File: src/sdmac_macros.svh
// Register map, field positions and fixed read values of the SDMAC register block
// Included by every RTL file that decodes addresses or picks register bits
`ifndef SDMAC_MACROS_SVH
`define SDMAC_MACROS_SVH

`define SDMAC_WTC_ADR     8'h04 // Word transfer count, read only
`define SDMAC_CNTR_ADR    8'h08 // Control register
`define SDMAC_ACR_ADR     8'h0C // Address control, write only here
`define SDMAC_ST_DMA_ADR  8'h10 // Start DMA strobe
`define SDMAC_FLUSH_ADR   8'h14 // Flush FIFO strobe
`define SDMAC_CLR_INT_ADR 8'h18 // Clear interrupts strobe
`define SDMAC_ISTR_ADR    8'h1C // Interrupt status
`define SDMAC_SP_DMA_ADR  8'h3C // Stop DMA strobe
`define SDMAC_WD_BASE     8'h40 // SCSI chip window, 16 bytes
`define SDMAC_WD_MASK     8'hF0

`define SDMAC_WTC_VALUE   32'h0000_0004

`define CNTR_DMADIR_BIT 1
`define CNTR_INTENA_BIT 2
`define CNTR_PRESET_BIT 4

`define ISTR_FE_BIT    0
`define ISTR_FF_BIT    1
`define ISTR_INT_P_BIT 4
`define ISTR_INT_F_BIT 5

`define ACR_A1_BIT 25 // Write data bit latched into A1

`endif
File: src/sdmac_reg_pkg.sv
// Register field types of the SDMAC register block
// Decoder select, action strobes and 9-bit register images
`default_nettype none

package sdmac_reg_pkg;

  // CNTR and ISTR images are both 9 bits wide
  typedef logic [8:0] reg9_t;

  // Which image a read returns
  typedef enum logic [2:0] {
    SEL_NONE = 3'd0, // Write, unmapped or write-only read
    SEL_WTC  = 3'd1,
    SEL_CNTR = 3'd2,
    SEL_ISTR = 3'd3,
    SEL_ACR  = 3'd4, // Write-only, reads give 0
    SEL_WD   = 3'd5  // SCSI chip window, data from the chip
  } reg_sel_e;

  // One-cycle action strobes from register writes
  typedef struct packed {
    logic st_dma;  // Start DMA
    logic sp_dma;  // Stop DMA
    logic clr_int; // Clear interrupts
    logic flush;   // Flush FIFO
    logic cntr_wr; // Load CNTR
    logic acr_wr;  // Load ACR, A1 capture
  } action_t;

endpackage

`default_nettype wire

File: src/sdmac_bus_pkg.sv
// CPU bus transfer types shared by the SDMAC register block and its testbench
// Referenced by scoped name only
`default_nettype none

package sdmac_bus_pkg;

  // Low address byte, the block decodes nothing above it
  typedef logic [7:0] bus_addr_t;

  // CPU data word
  typedef logic [31:0] bus_data_t;

  // Single cycle access, valid only while strobe is high
  typedef struct packed {
    logic      strobe; // Access strobe, no back-pressure
    logic      rw;     // 1 = read, 0 = write
    bus_addr_t addr;
    bus_data_t wdata;
  } bus_req_t;         // 42 bits

  // Registered answer, one cycle after decode
  typedef struct packed {
    logic      rd_valid; // Single pulse per read
    bus_data_t rdata;    // Zero when rd_valid low
  } bus_rsp_t;           // 33 bits

endpackage

`default_nettype wire

File: src/sdmac_registers.sv
// SDMAC register block top, decoder, CNTR, ISTR, read mux, flush latch and A1
// Reads answer two cycles after the strobe with a single rd_valid pulse
`timescale 1ns/1ps
`default_nettype none
`include "sdmac_macros.svh"

module sdmac_registers (
  input  wire                          ACR_WR,     // System clock
  input  wire                          RST_,
  input  wire sdmac_bus_pkg::bus_req_t req,
  output sdmac_bus_pkg::bus_rsp_t      rsp,
  input  wire                          stop_flush,
  input  wire                          fifo_empty,
  input  wire                          fifo_full,
  input  wire                          inta_i,
  output logic                         flushfifo,
  output logic                         a1,
  output logic                         int_o_,
  output logic                         dmadir,
  output logic                         dmaena,
  output logic                         preset,
  output logic                         wd_req
);

  sdmac_reg_pkg::reg_sel_e   sel;
  sdmac_reg_pkg::action_t    act;
  sdmac_reg_pkg::reg9_t      cntr_image;
  sdmac_reg_pkg::reg9_t      istr_image;
  logic                      intena;
  logic                      rd_q;      // Read in flight, aligned with sel
  sdmac_bus_pkg::bus_data_t  wdata_q;   // Write data, aligned with act
  sdmac_bus_pkg::bus_data_t  rdata_mux;

  sdmac_addr_decoder i_addr_decoder (
    .ACR_WR (ACR_WR), .RST_ (RST_), .req (req),
    .sel (sel), .act (act), .wd_req (wd_req)
  );

  sdmac_cntr_reg i_cntr_reg (
    .ACR_WR (ACR_WR), .RST_ (RST_), .act (act), .wdata (wdata_q),
    .cntr_image (cntr_image), .dmadir (dmadir), .dmaena (dmaena),
    .intena (intena), .preset (preset)
  );

  sdmac_istr_reg i_istr_reg (
    .ACR_WR (ACR_WR), .RST_ (RST_), .clr_int (act.clr_int), .intena (intena),
    .fifo_empty (fifo_empty), .fifo_full (fifo_full), .inta_i (inta_i),
    .istr_image (istr_image), .int_o_ (int_o_)
  );

  // Request copy, one stage to line up with the decoder
  always_ff @(posedge ACR_WR or negedge RST_) begin
    if (!RST_) rd_q <= 1'b0;
    else       rd_q <= req.strobe & req.rw;
  end

  always_ff @(posedge ACR_WR) begin
    wdata_q <= req.wdata;
  end

  always_comb begin
    case (sel)
      sdmac_reg_pkg::SEL_WTC:  rdata_mux = `SDMAC_WTC_VALUE;
      sdmac_reg_pkg::SEL_CNTR: rdata_mux = {23'd0, cntr_image};
      sdmac_reg_pkg::SEL_ISTR: rdata_mux = {23'd0, istr_image};
      default:                 rdata_mux = '0; // ACR, window, unmapped
    endcase
  end

  // Image sampled before this cycle's register updates land
  always_ff @(posedge ACR_WR or negedge RST_) begin
    if (!RST_) begin
      rsp <= '0;
    end else begin
      rsp.rd_valid <= rd_q;
      rsp.rdata    <= rdata_mux; // sel is SEL_NONE unless a read is in flight
    end
  end

  // Flush latch, stop_flush has priority
  always_ff @(posedge ACR_WR or negedge RST_) begin
    if (!RST_)          flushfifo <= 1'b0;
    else if (stop_flush) flushfifo <= 1'b0;
    else if (act.flush)  flushfifo <= 1'b1;
  end

  // A1 from ACR writes
  always_ff @(posedge ACR_WR or negedge RST_) begin
    if (!RST_)          a1 <= 1'b0;
    else if (act.acr_wr) a1 <= wdata_q[`ACR_A1_BIT];
  end

endmodule

`default_nettype wire

File: src/sdmac_istr_reg.sv
// SDMAC interrupt status register and the active-low interrupt output
// FIFO flags pass straight into the image, interrupt flags are latched
`timescale 1ns/1ps
`default_nettype none
`include "sdmac_macros.svh"

module sdmac_istr_reg (
  input  wire                  ACR_WR,
  input  wire                  RST_,
  input  wire                  clr_int,    // Write to CLR_INT
  input  wire                  intena,     // From CNTR
  input  wire                  fifo_empty,
  input  wire                  fifo_full,
  input  wire                  inta_i,     // Interrupt from SCSI chip
  output sdmac_reg_pkg::reg9_t istr_image,
  output logic                 int_o_      // Interrupt to CPU, active low
);

  logic int_f; // Interrupt follow, raw latch
  logic int_p; // Interrupt pending, enabled

  // Set wins over clear while inta_i still high
  always_ff @(posedge ACR_WR or negedge RST_) begin
    if (!RST_) begin
      int_f <= 1'b0;
    end else if (inta_i) begin
      int_f <= 1'b1;
    end else if (clr_int) begin
      int_f <= 1'b0;
    end
  end

  assign int_p = int_f & intena;

  // Image, unused bits read 0
  always_comb begin
    istr_image                  = '0;
    istr_image[`ISTR_FE_BIT]    = fifo_empty; // Live flag
    istr_image[`ISTR_FF_BIT]    = fifo_full;  // Live flag
    istr_image[`ISTR_INT_P_BIT] = int_p;
    istr_image[`ISTR_INT_F_BIT] = int_f;
  end

  // Registered output, one cycle behind int_p
  always_ff @(posedge ACR_WR or negedge RST_) begin
    if (!RST_) begin
      int_o_ <= 1'b1;
    end else begin
      int_o_ <= ~int_p;
    end
  end

endmodule

`default_nettype wire

File: src/sdmac_cntr_reg.sv
// SDMAC control register, CNTR bits plus the DMA enable flag
// Loaded from the delayed write data on the decoder's cntr_wr strobe
`timescale 1ns/1ps
`default_nettype none
`include "sdmac_macros.svh"

module sdmac_cntr_reg (
  input  wire                           ACR_WR,
  input  wire                           RST_,
  input  wire sdmac_reg_pkg::action_t   act,
  input  wire sdmac_bus_pkg::bus_data_t wdata,      // Aligned with act
  output sdmac_reg_pkg::reg9_t          cntr_image,
  output logic                          dmadir,
  output logic                          dmaena,
  output logic                          intena,
  output logic                          preset
);

  logic [7:0] cntr_q; // Written CNTR bits

  always_ff @(posedge ACR_WR or negedge RST_) begin
    if (!RST_) begin
      cntr_q <= '0;
    end else if (act.cntr_wr) begin
      cntr_q <= wdata[7:0];
    end
  end

  // DMA enable, stop has priority over start
  always_ff @(posedge ACR_WR or negedge RST_) begin
    if (!RST_) begin
      dmaena <= 1'b0;
    end else if (act.sp_dma) begin
      dmaena <= 1'b0;
    end else if (act.st_dma) begin
      dmaena <= 1'b1;
    end
  end

  // Readback image, dmaena shows in bit 8
  assign cntr_image = {dmaena, cntr_q};

  assign dmadir = cntr_q[`CNTR_DMADIR_BIT]; // 1 = to SCSI
  assign intena = cntr_q[`CNTR_INTENA_BIT]; // Gates int_p
  assign preset = cntr_q[`CNTR_PRESET_BIT]; // Peripheral reset

endmodule

`default_nettype wire

File: src/sdmac_addr_decoder.sv
// Address decoder, turns one bus request into a read select and write action strobes
// All outputs are registered, valid the cycle after the strobe
`timescale 1ns/1ps
`default_nettype none
`include "sdmac_macros.svh"

module sdmac_addr_decoder (
  input  wire                     ACR_WR, // System clock
  input  wire                     RST_,
  input  wire sdmac_bus_pkg::bus_req_t req,
  output sdmac_reg_pkg::reg_sel_e sel,
  output sdmac_reg_pkg::action_t  act,
  output logic                    wd_req  // SCSI chip window access
);

  logic                    rd;
  logic                    wr;
  logic                    in_wd;
  sdmac_reg_pkg::reg_sel_e sel_d;
  sdmac_reg_pkg::action_t  act_d;

  assign rd    = req.strobe & req.rw;
  assign wr    = req.strobe & ~req.rw;
  assign in_wd = (req.addr & `SDMAC_WD_MASK) == `SDMAC_WD_BASE; // 0x40..0x4F

  always_comb begin
    sel_d = sdmac_reg_pkg::SEL_NONE;
    act_d = '0;
    // Reads only pick an image
    if (rd) begin
      case (req.addr)
        `SDMAC_WTC_ADR:  sel_d = sdmac_reg_pkg::SEL_WTC;
        `SDMAC_CNTR_ADR: sel_d = sdmac_reg_pkg::SEL_CNTR;
        `SDMAC_ISTR_ADR: sel_d = sdmac_reg_pkg::SEL_ISTR;
        `SDMAC_ACR_ADR:  sel_d = sdmac_reg_pkg::SEL_ACR;
        default: begin
          if (in_wd) sel_d = sdmac_reg_pkg::SEL_WD;
        end
      endcase
    end
    // Action offsets respond to writes only
    if (wr) begin
      case (req.addr)
        `SDMAC_CNTR_ADR:    act_d.cntr_wr = 1'b1;
        `SDMAC_ACR_ADR:     act_d.acr_wr  = 1'b1;
        `SDMAC_ST_DMA_ADR:  act_d.st_dma  = 1'b1;
        `SDMAC_SP_DMA_ADR:  act_d.sp_dma  = 1'b1;
        `SDMAC_CLR_INT_ADR: act_d.clr_int = 1'b1;
        `SDMAC_FLUSH_ADR:   act_d.flush   = 1'b1;
        default: ; // Read-only or unmapped, ignored
      endcase
    end
  end

  always_ff @(posedge ACR_WR or negedge RST_) begin
    if (!RST_) begin
      sel    <= sdmac_reg_pkg::SEL_NONE;
      act    <= '0;
      wd_req <= 1'b0;
    end else begin
      sel    <= sel_d;
      act    <= act_d;                // Strobes last one cycle
      wd_req <= req.strobe & in_wd;   // Reads and writes alike
    end
  end

endmodule

`default_nettype wire

File: config.mk
export PLATFORM = sky130hd
export DESIGN_NAME = sdmac_registers
export DESIGN_NICKNAME = d
export VERILOG_FILES = /design/src/sdmac_reg_pkg.sv /design/src/sdmac_bus_pkg.sv /design/src/sdmac_registers.sv /design/src/sdmac_istr_reg.sv /design/src/sdmac_cntr_reg.sv /design/src/sdmac_addr_decoder.sv
export VERILOG_INCLUDE_DIRS = /design/src /design/src/src
export SDC_FILE = /design/constraint.sdc
export NUM_CORES = 1
export LEC_CHECK = 0
export ABC_AREA = 1
export BUFFER_PORTS_ARGS = -buffer_cell sky130_fd_sc_hd__buf_2
export CAP_MARGIN = 5
export CORE_ASPECT_RATIO = 0.5
export CORE_MARGIN = 3
export CORE_UTILIZATION = 40
export DETAILED_ROUTE_END_ITERATION = 10
export PLACE_DENSITY = 0.75
export SYNTH_ARGS = -nofsm -noshare
export SYNTH_HDL_FRONTEND = slang
export SYNTH_SLANG_ARGS = --single-unit
File: constraint.sdc
create_clock -name ACR_WR -period 0.9 [get_ports ACR_WR]
set_clock_uncertainty 0.05 [all_clocks]
set_input_delay 0.27 -clock ACR_WR [delete_from_list [all_inputs] [get_ports ACR_WR]]
set_output_delay 0.27 -clock ACR_WR [all_outputs]
set_load 0.01 [all_outputs]
==> flow_summary.json, run 1 <==
{
  "status": "finished with violations",
  "violations": "negative setup slack",
  "globalplace.congestion": 0.725,
  "yosysWarnings": 0,
  "end_kind": "output port",
  "grt_pass1_wl_mm": 5.13,
  "io_pins": 88,
  "critical_path.max_stage_delay_ns": 0.53,
  "period_share": 1.36,
  "synthArstFlopShare": 0.791,
  "crit_chain": "buf_6",
  "synth_edf_count": 0,
  "tns_ns": -4.32,
  "use_met3": 0.0415,
  "seq_area_frac_synth": 0.619,
  "synth_flop_cell": "dfrtp_1",
  "power_uw": 3490,
  "fin_nets": 281,
  "min_path_cells": 1,
  "ant_nets": 0,
  "die_h_um": 51.6,
  "antenna_found_initial": 0,
  "core_um2": 3700,
  "maxCapViolCount": 0,
  "drc_errors": 0,
  "drtIter0Drc": 30,
  "intPower_uw": 2700,
  "grt_use_total": 0.135,
  "path_depth": 1,
  "syn_area_per_cell_um2": 10.0,
  "worst-setup-path-type": "flip-flop to output port",
  "avgViaCountPerCell": 4.32,
  "cp_num_buf_inv": 1,
  "routed_wl_mm": 3.43,
  "finalMaxSlewViolations": 0,
  "p_sw_uw": 785,
  "fin_area_um2": 2320,
  "synth_seq_cells": 43,
  "critPathLaunchType": "flip-flop",
  "use_met2": 0.263,
  "first_global_vias": 1193,
  "crit_fanout": 1,
  "hold_path_class": "input pin to flip-flop",
  "place_ws_ns": -0.285,
  "syn_to_final_growth_pct": 39.3,
  "design.die.area_um2": 5020,
  "cts_tree": "yes",
  "rsz0062_at_grt": "yes",
  "pwr-share-clk": 0.348,
  "fin_crit_ns": 1.22,
  "vias": 1231,
  "syn_inst": 166,
  "clock-root-buffer": "clkbuf_8",
  "drtPass1Iterations": 4,
  "total_leakage_power_uw": 0.00121,
  "p_seq_frac": 0.568,
  "die_w_um": 97.3,
  "rows": 15,
  "crit_arrival_ns": 0.90,
  "crit_slowest_cell": "dfstp_2",
  "reg2reg_depth": 3,
  "layout_setup_ws_ns": -0.324,
  "clock_path_buffers": 2,
  "placed_area_um2": 1960,
  "initial_core_util": 0.451,
  "syn-cell-area_um2": 1670,
  "drive_gt1_frac": 0.440,
  "grt_use_met1": 0.131,
  "synth.distinct_cells": 22,
  "required_ns": 0.58,
  "p_per_area_nw_per_um2": 1500,
  "netSwitchingFraction": 0.225,
  "finalSetupViolations": 27,
  "io_buffers": 41,
  "overflow": 0,
  "pwr-share-comb": 0.084,
  "irDropWorstVdd_uv": 631,
  "busiest_layer": "met2",
  "cts_htree_levels": 2,
  "fmax_mhz": 817,
  "hpwlAfterDp_mm": 2.32,
  "detail_route.wl_per_cell_um": 12.0,
  "clock-sinks": 43,
  "antenna_cells": 0,
  "cp_top_family": "flip-flops",
  "clk_latency_ns": 0.29,
  "finalHoldViolCount": 0,
  "cts_buffers": 5,
  "fin_hold_ws_ns": 0.0259,
  "clk_pin_slew_worst_paths_ns": 0.07,
  "grt_max_degree": 27
}
cell usage after synthesis (2+ instances only):
| cell type | instances | area [um^2] |
|---|---|---|
| buf_4 | 23 | 173 |
| dfrtp_1 | 33 | 826 |
| dfxtp_1 | 9 | 180 |
| inv_1 | 25 | 93.8 |
| nand2_1 | 15 | 56.3 |
| nand2_2 | 3 | 18.8 |
| nand3_1 | 5 | 25.0 |
| nor2_1 | 24 | 90.1 |
| nor2_2 | 4 | 25.0 |
| nor2_4 | 2 | 22.5 |
| o21ai_0 | 9 | 45.0 |
| o22ai_1 | 4 | 25.0 |
worst paths after layout:
check	startpoint	to	slack, ns
worst max-delay path	i_istr_reg.int_o_	int_o_	-0.32
worst min-delay path	req[6]	wdata_q[6]	0.03
worst max register to register	i_addr_decoder.sel[0]	rsp[1]	-0.10
worst min register to register	rd_q	rsp[32]	0.30
max in group asynchronous	RST_	i_addr_decoder.sel[1]	0.10
min in group asynchronous	RST_	rsp[1]	0.30
stage by stage:
| stage | utilization | cells |
|---|---|---|
| final | 0.628 | 285 |
| after global routing | 0.628 | 285 |
| after CTS | 0.592 | 281 |
| after detailed placement | 0.529 | 266 |
| after global placement | 0.529 | 266 |
| after floorplan | - | 188 |
repair_timing:
action | in CTS | in global routing
gates resized for setup | 18 | 32
hold buffers | 1 | 0
buffers inserted | 5 | 5
cloned | 1 | 0
pin swaps | 0 | 11
setup endpoints to repair | 34 | 35
hold endpoints to repair | 7 | 0
final cells by class:
cell class	count	area (um^2)
repair buffers	62	453
clock buffers	7	86.3
clock inverters	1	5.00
flip-flops and latches	43	1030
well taps	51	63.8
multi-input cells	96	586
fillers	283	1380
inverters	25	93.8
layout by cell type (no fill, tap or decap):
cell type      instances
dfstp_2                1
o22ai_2                3
nor2_4                12
dlygate4sd3_1          1
buf_12                 3
clkinv_2               1
a21oi_2                1
dfxtp_1                9
nand2_4                1
clkbuf_16              1
buf_2                 37
buf_4                 14
buf_6                  6
nor3_1                 1
o21bai_1               1
o21ai_1                6
nor2_1                14
nor2_2                 4
dfrtp_1               32
clkbuf_8               6
conb_1                23
clkbuf_1               1
dfrtp_2                1
nand4_1                1
nand2_1               13
mux2_4                 1
nand3_1                3
inv_1                 23
o21ai_2                1
nand3b_1               1
inv_2                  2
nand2_2                4
o22ai_4                1
o21ai_0                2
nand3_2                3
power by group through the flow:
stage	clock network (uW)	registers [uW]	logic, uW
global route	1330	1990	323
floorplan	0	2020	175
detailed placement	0	2020	246
finish	1210	1980	292
CTS	1250	1980	265
global placement	0	2020	237
logic make-up (layout without fill, tap and decap cells):
group | after synthesis | after routing | share of synthesized area
multiplexers | 1 | 1 | 0.00676
buffers and inverters | 49 | 95 | 0.162
other | 1 | 23 | 0.00225
AO/OA/AOI/OAI | 15 | 15 | 0.0495
flip-flops | 43 | 43 | 0.619
AND/OR/NAND/NOR | 57 | 57 | 0.160
flip-flops by register name, indices dropped and copies added (netlist names):
register and cells:
wdata_q 9, i_istr_reg.int_f 1, i_addr_decoder.act 6, rd_q 1, flushfifo 1, rsp 10, i_addr_decoder.sel 3, i_cntr_reg.dmaena 1
i_addr_decoder.wd_req 1, a1 1, i_cntr_reg.cntr_q 8, i_istr_reg.int_o_ 1
routing by layer:
layer | wire length, um | vias up
met5 | 0 | -
met4 | 69 | 0
met3 | 233 | 7
met2 | 1860 | 47
met1 | 1270 | 584
li1 | - | 593
(Power assumes the default switching activity.)
==> run 2, diff against run 1 <==
- CELL_PAD_IN_SITES_DETAIL_PLACEMENT: unset -> 0
- CELL_PAD_IN_SITES_GLOBAL_PLACEMENT: unset -> 2
- CORE_UTILIZATION: 40 -> 22
- PLACE_DENSITY: 0.75 -> unset
- PLACE_DENSITY_LB_ADDON: unset -> 0.1
==> run 2 against run 1 <==
  * The flow still finishes with violations (negative setup slack)
  * Cell count increased by 16%
  * Worst setup slack improved by 0.00058 ns
  * Maximum frequency about the same
  * Clock power increased by 70%
  * Utilization decreased by 28 points
  * Power increased by 25%
  * Routed wire length decreased by 3.2%
  * Combinational power increased by 4%
  * Non-clock buffer count increased by 5
  * Via count decreased by 3.3%
  * Critical endpoint unchanged
  * Highest routed layer unchanged
==> flow_summary.json, run 2 (same netlist as run 1, synthesis figures left out) <==
{
  "period_share": 1.36,
  "critical_path.max_stage_delay_ns": 0.53,
  "grt_use_total": 0.0799,
  "r2r_slack_ns": -0.08,
  "avgViaCountPerCell": 3.60,
  "initial_core_util": 0.238,
  "cts_htree_levels": 2,
  "first_global_vias": 1103,
  "worst-setup-path-type": "flip-flop to output port",
  "core_um2": 7020,
  "clock_path_buffers": 2,
  "maxCapViolCount": 0,
  "drtPass1Iterations": 3,
  "required_ns": 0.58,
  "finalMaxSlewViolations": 0,
  "ant_nets": 0,
  "overflow": 0,
  "routed_wl_mm": 3.32,
  "reg2reg_depth": 5,
  "cts_tree": "yes",
  "irDropWorstVdd_uv": 691,
  "clock-sinks": 43,
  "min_path_cells": 1,
  "drc_errors": 0,
  "grt_max_degree": 35,
  "hpwlAfterDp_mm": 2.37,
  "design.die.area_um2": 8720,
  "vias": 1190,
  "crit_arrival_ns": 0.90,
  "final_cell_mix": "35 x buf_2, 32 x dfrtp_1, 23 x inv_1, 23 x conb_1, 22 x buf_4",
  "hold_start": "req[25]",
  "critPathLaunchType": "flip-flop",
  "die_h_um": 67.5,
  "cts_buffers": 5,
  "drive_gt1_frac": 0.460,
  "min_to": "wdata_q[25]",
  "total_leakage_power_uw": 0.00126,
  "largest_register_ff_count": 10,
  "worst_r2r_endpoint": "rsp[1]",
  "io_buffers": 41,
  "top_register": "rsp",
  "crit_chain": "buf_6",
  "drtIter0Drc": 49,
  "tns_ns": -3.81,
  "crit_fanout": 1,
  "fin_nets": 286,
  "finalHoldViolCount": 0,
  "cp_num_buf_inv": 1,
  "fmax_mhz": 817,
  "syn_to_final_growth_pct": 47.4,
  "fin_area_um2": 2460,
  "violations": "negative setup slack",
  "antenna_cells": 0,
  "p_per_area_nw_per_um2": 1770,
  "die_w_um": 129,
  "clk_latency_ns": 0.28,
  "clk_pin_slew_worst_paths_ns": 0.06,
  "status": "finished with violations",
  "rows": 21,
  "crit_slowest_cell": "dfstp_2",
  "fin_crit_ns": 1.22,
  "globalplace.congestion": 0.679,
  "largestRegisters": "rsp: 10 flops, wdata_q: 9 flops, i_cntr_reg.cntr_q: 8 flops",
  "hold_path_class": "input pin to flip-flop",
  "io_pins": 88,
  "placed_area_um2": 2040,
  "grt_pass1_wl_mm": 5.24,
  "r2r-start": "i_addr_decoder.sel[1]",
  "final_common_cell": "buf_2",
  "finalSetupViolations": 26,
  "rsz0062_at_grt": "yes",
  "end_kind": "output port",
  "detail_route.wl_per_cell_um": 10.0,
  "antenna_found_initial": 0,
  "clock-root-buffer": "clkbuf_16",
  "layout_setup_ws_ns": -0.324,
  "cp_top_family": "flip-flops"
}
[run 2: cell types whose count changed in the layout (fill, tap and decap cells not counted), moves of 3 or more]
cell       delta
clkbuf_16     +4
nor2_2        +3
clkbuf_8      -5
buf_4         +8
[run 2: report_power, final]
part / switching [uW] / internal (uW) / leakage, uW / total (uW)
sequential: 12.6 / 1970 / 0.000537 / 1980
clock: 682 / 1380 / 0.0000868 / 2060
combinational: 177 / 127 / 0.000640 / 304
[run 2: metal layers]
layer / share of wire / GRT usage
met3: 0.070 / 0.0284
met4: 0.016 / 0.0353
met2: 0.46 / 0.124
met5: 0 / 0
met1: 0.46 / 0.101
[run 2: what timing repair did]
action | 4_1_cts | 5_1_grt
gates cloned | 0 | 0
buffers inserted | 4 | 5
endpoints found under the hold margin | 33 | 0
endpoints found under the setup margin | 34 | 37
gates resized for setup | 10 | 37
hold buffers | 1 | 0
pin swaps | 0 | 12
[run 2: worst max path at each step]
| stage | from | end | slack (ns) | cells past startpoint |
|---|---|---|---|---|
| 2_1_floorplan | req[39] | i_addr_decoder.sel[2] | -0.09 | 6 |
| 3_3_place_gp | req[32] | i_addr_decoder.sel[2] | -0.27 | 7 |
| 3_5_place_dp | req[32] | i_addr_decoder.sel[2] | -0.28 | 8 |
| 4_1_cts | i_istr_reg.int_o_ | int_o_ | -0.34 | 1 |
| 5_1_grt | i_istr_reg.int_o_ | int_o_ | -0.35 | 1 |
| 6_report | i_istr_reg.int_o_ | int_o_ | -0.32 | 1 |
[run 2: metrics by stage]
stage	hold slack [ns]	worst slack, ns	instances	util	total power, uW
2_1_floorplan	-0.0756	-0.0909	188	-	2200
3_3_place_gp	0.196	-0.271	313	0.291	2280
3_5_place_dp	0.195	-0.283	313	0.291	2280
4_1_cts	0.0322	-0.336	326	0.328	4410
5_1_grt	0.0283	-0.348	331	0.350	4590
6_report	0.0399	-0.324	331	0.350	4350
[run 2: cell type report]
cell class / count / area [um^2]
Clock buffer: 6 / 139
Clock inverter: 2 / 35.0
Fill cell: 727 / 4560
Inverter: 25 / 93.8
Multi-Input combinational cell: 96 / 579
Sequential cell: 43 / 1030
Tap cell: 92 / 115
Timing Repair Buffer: 67 / 460
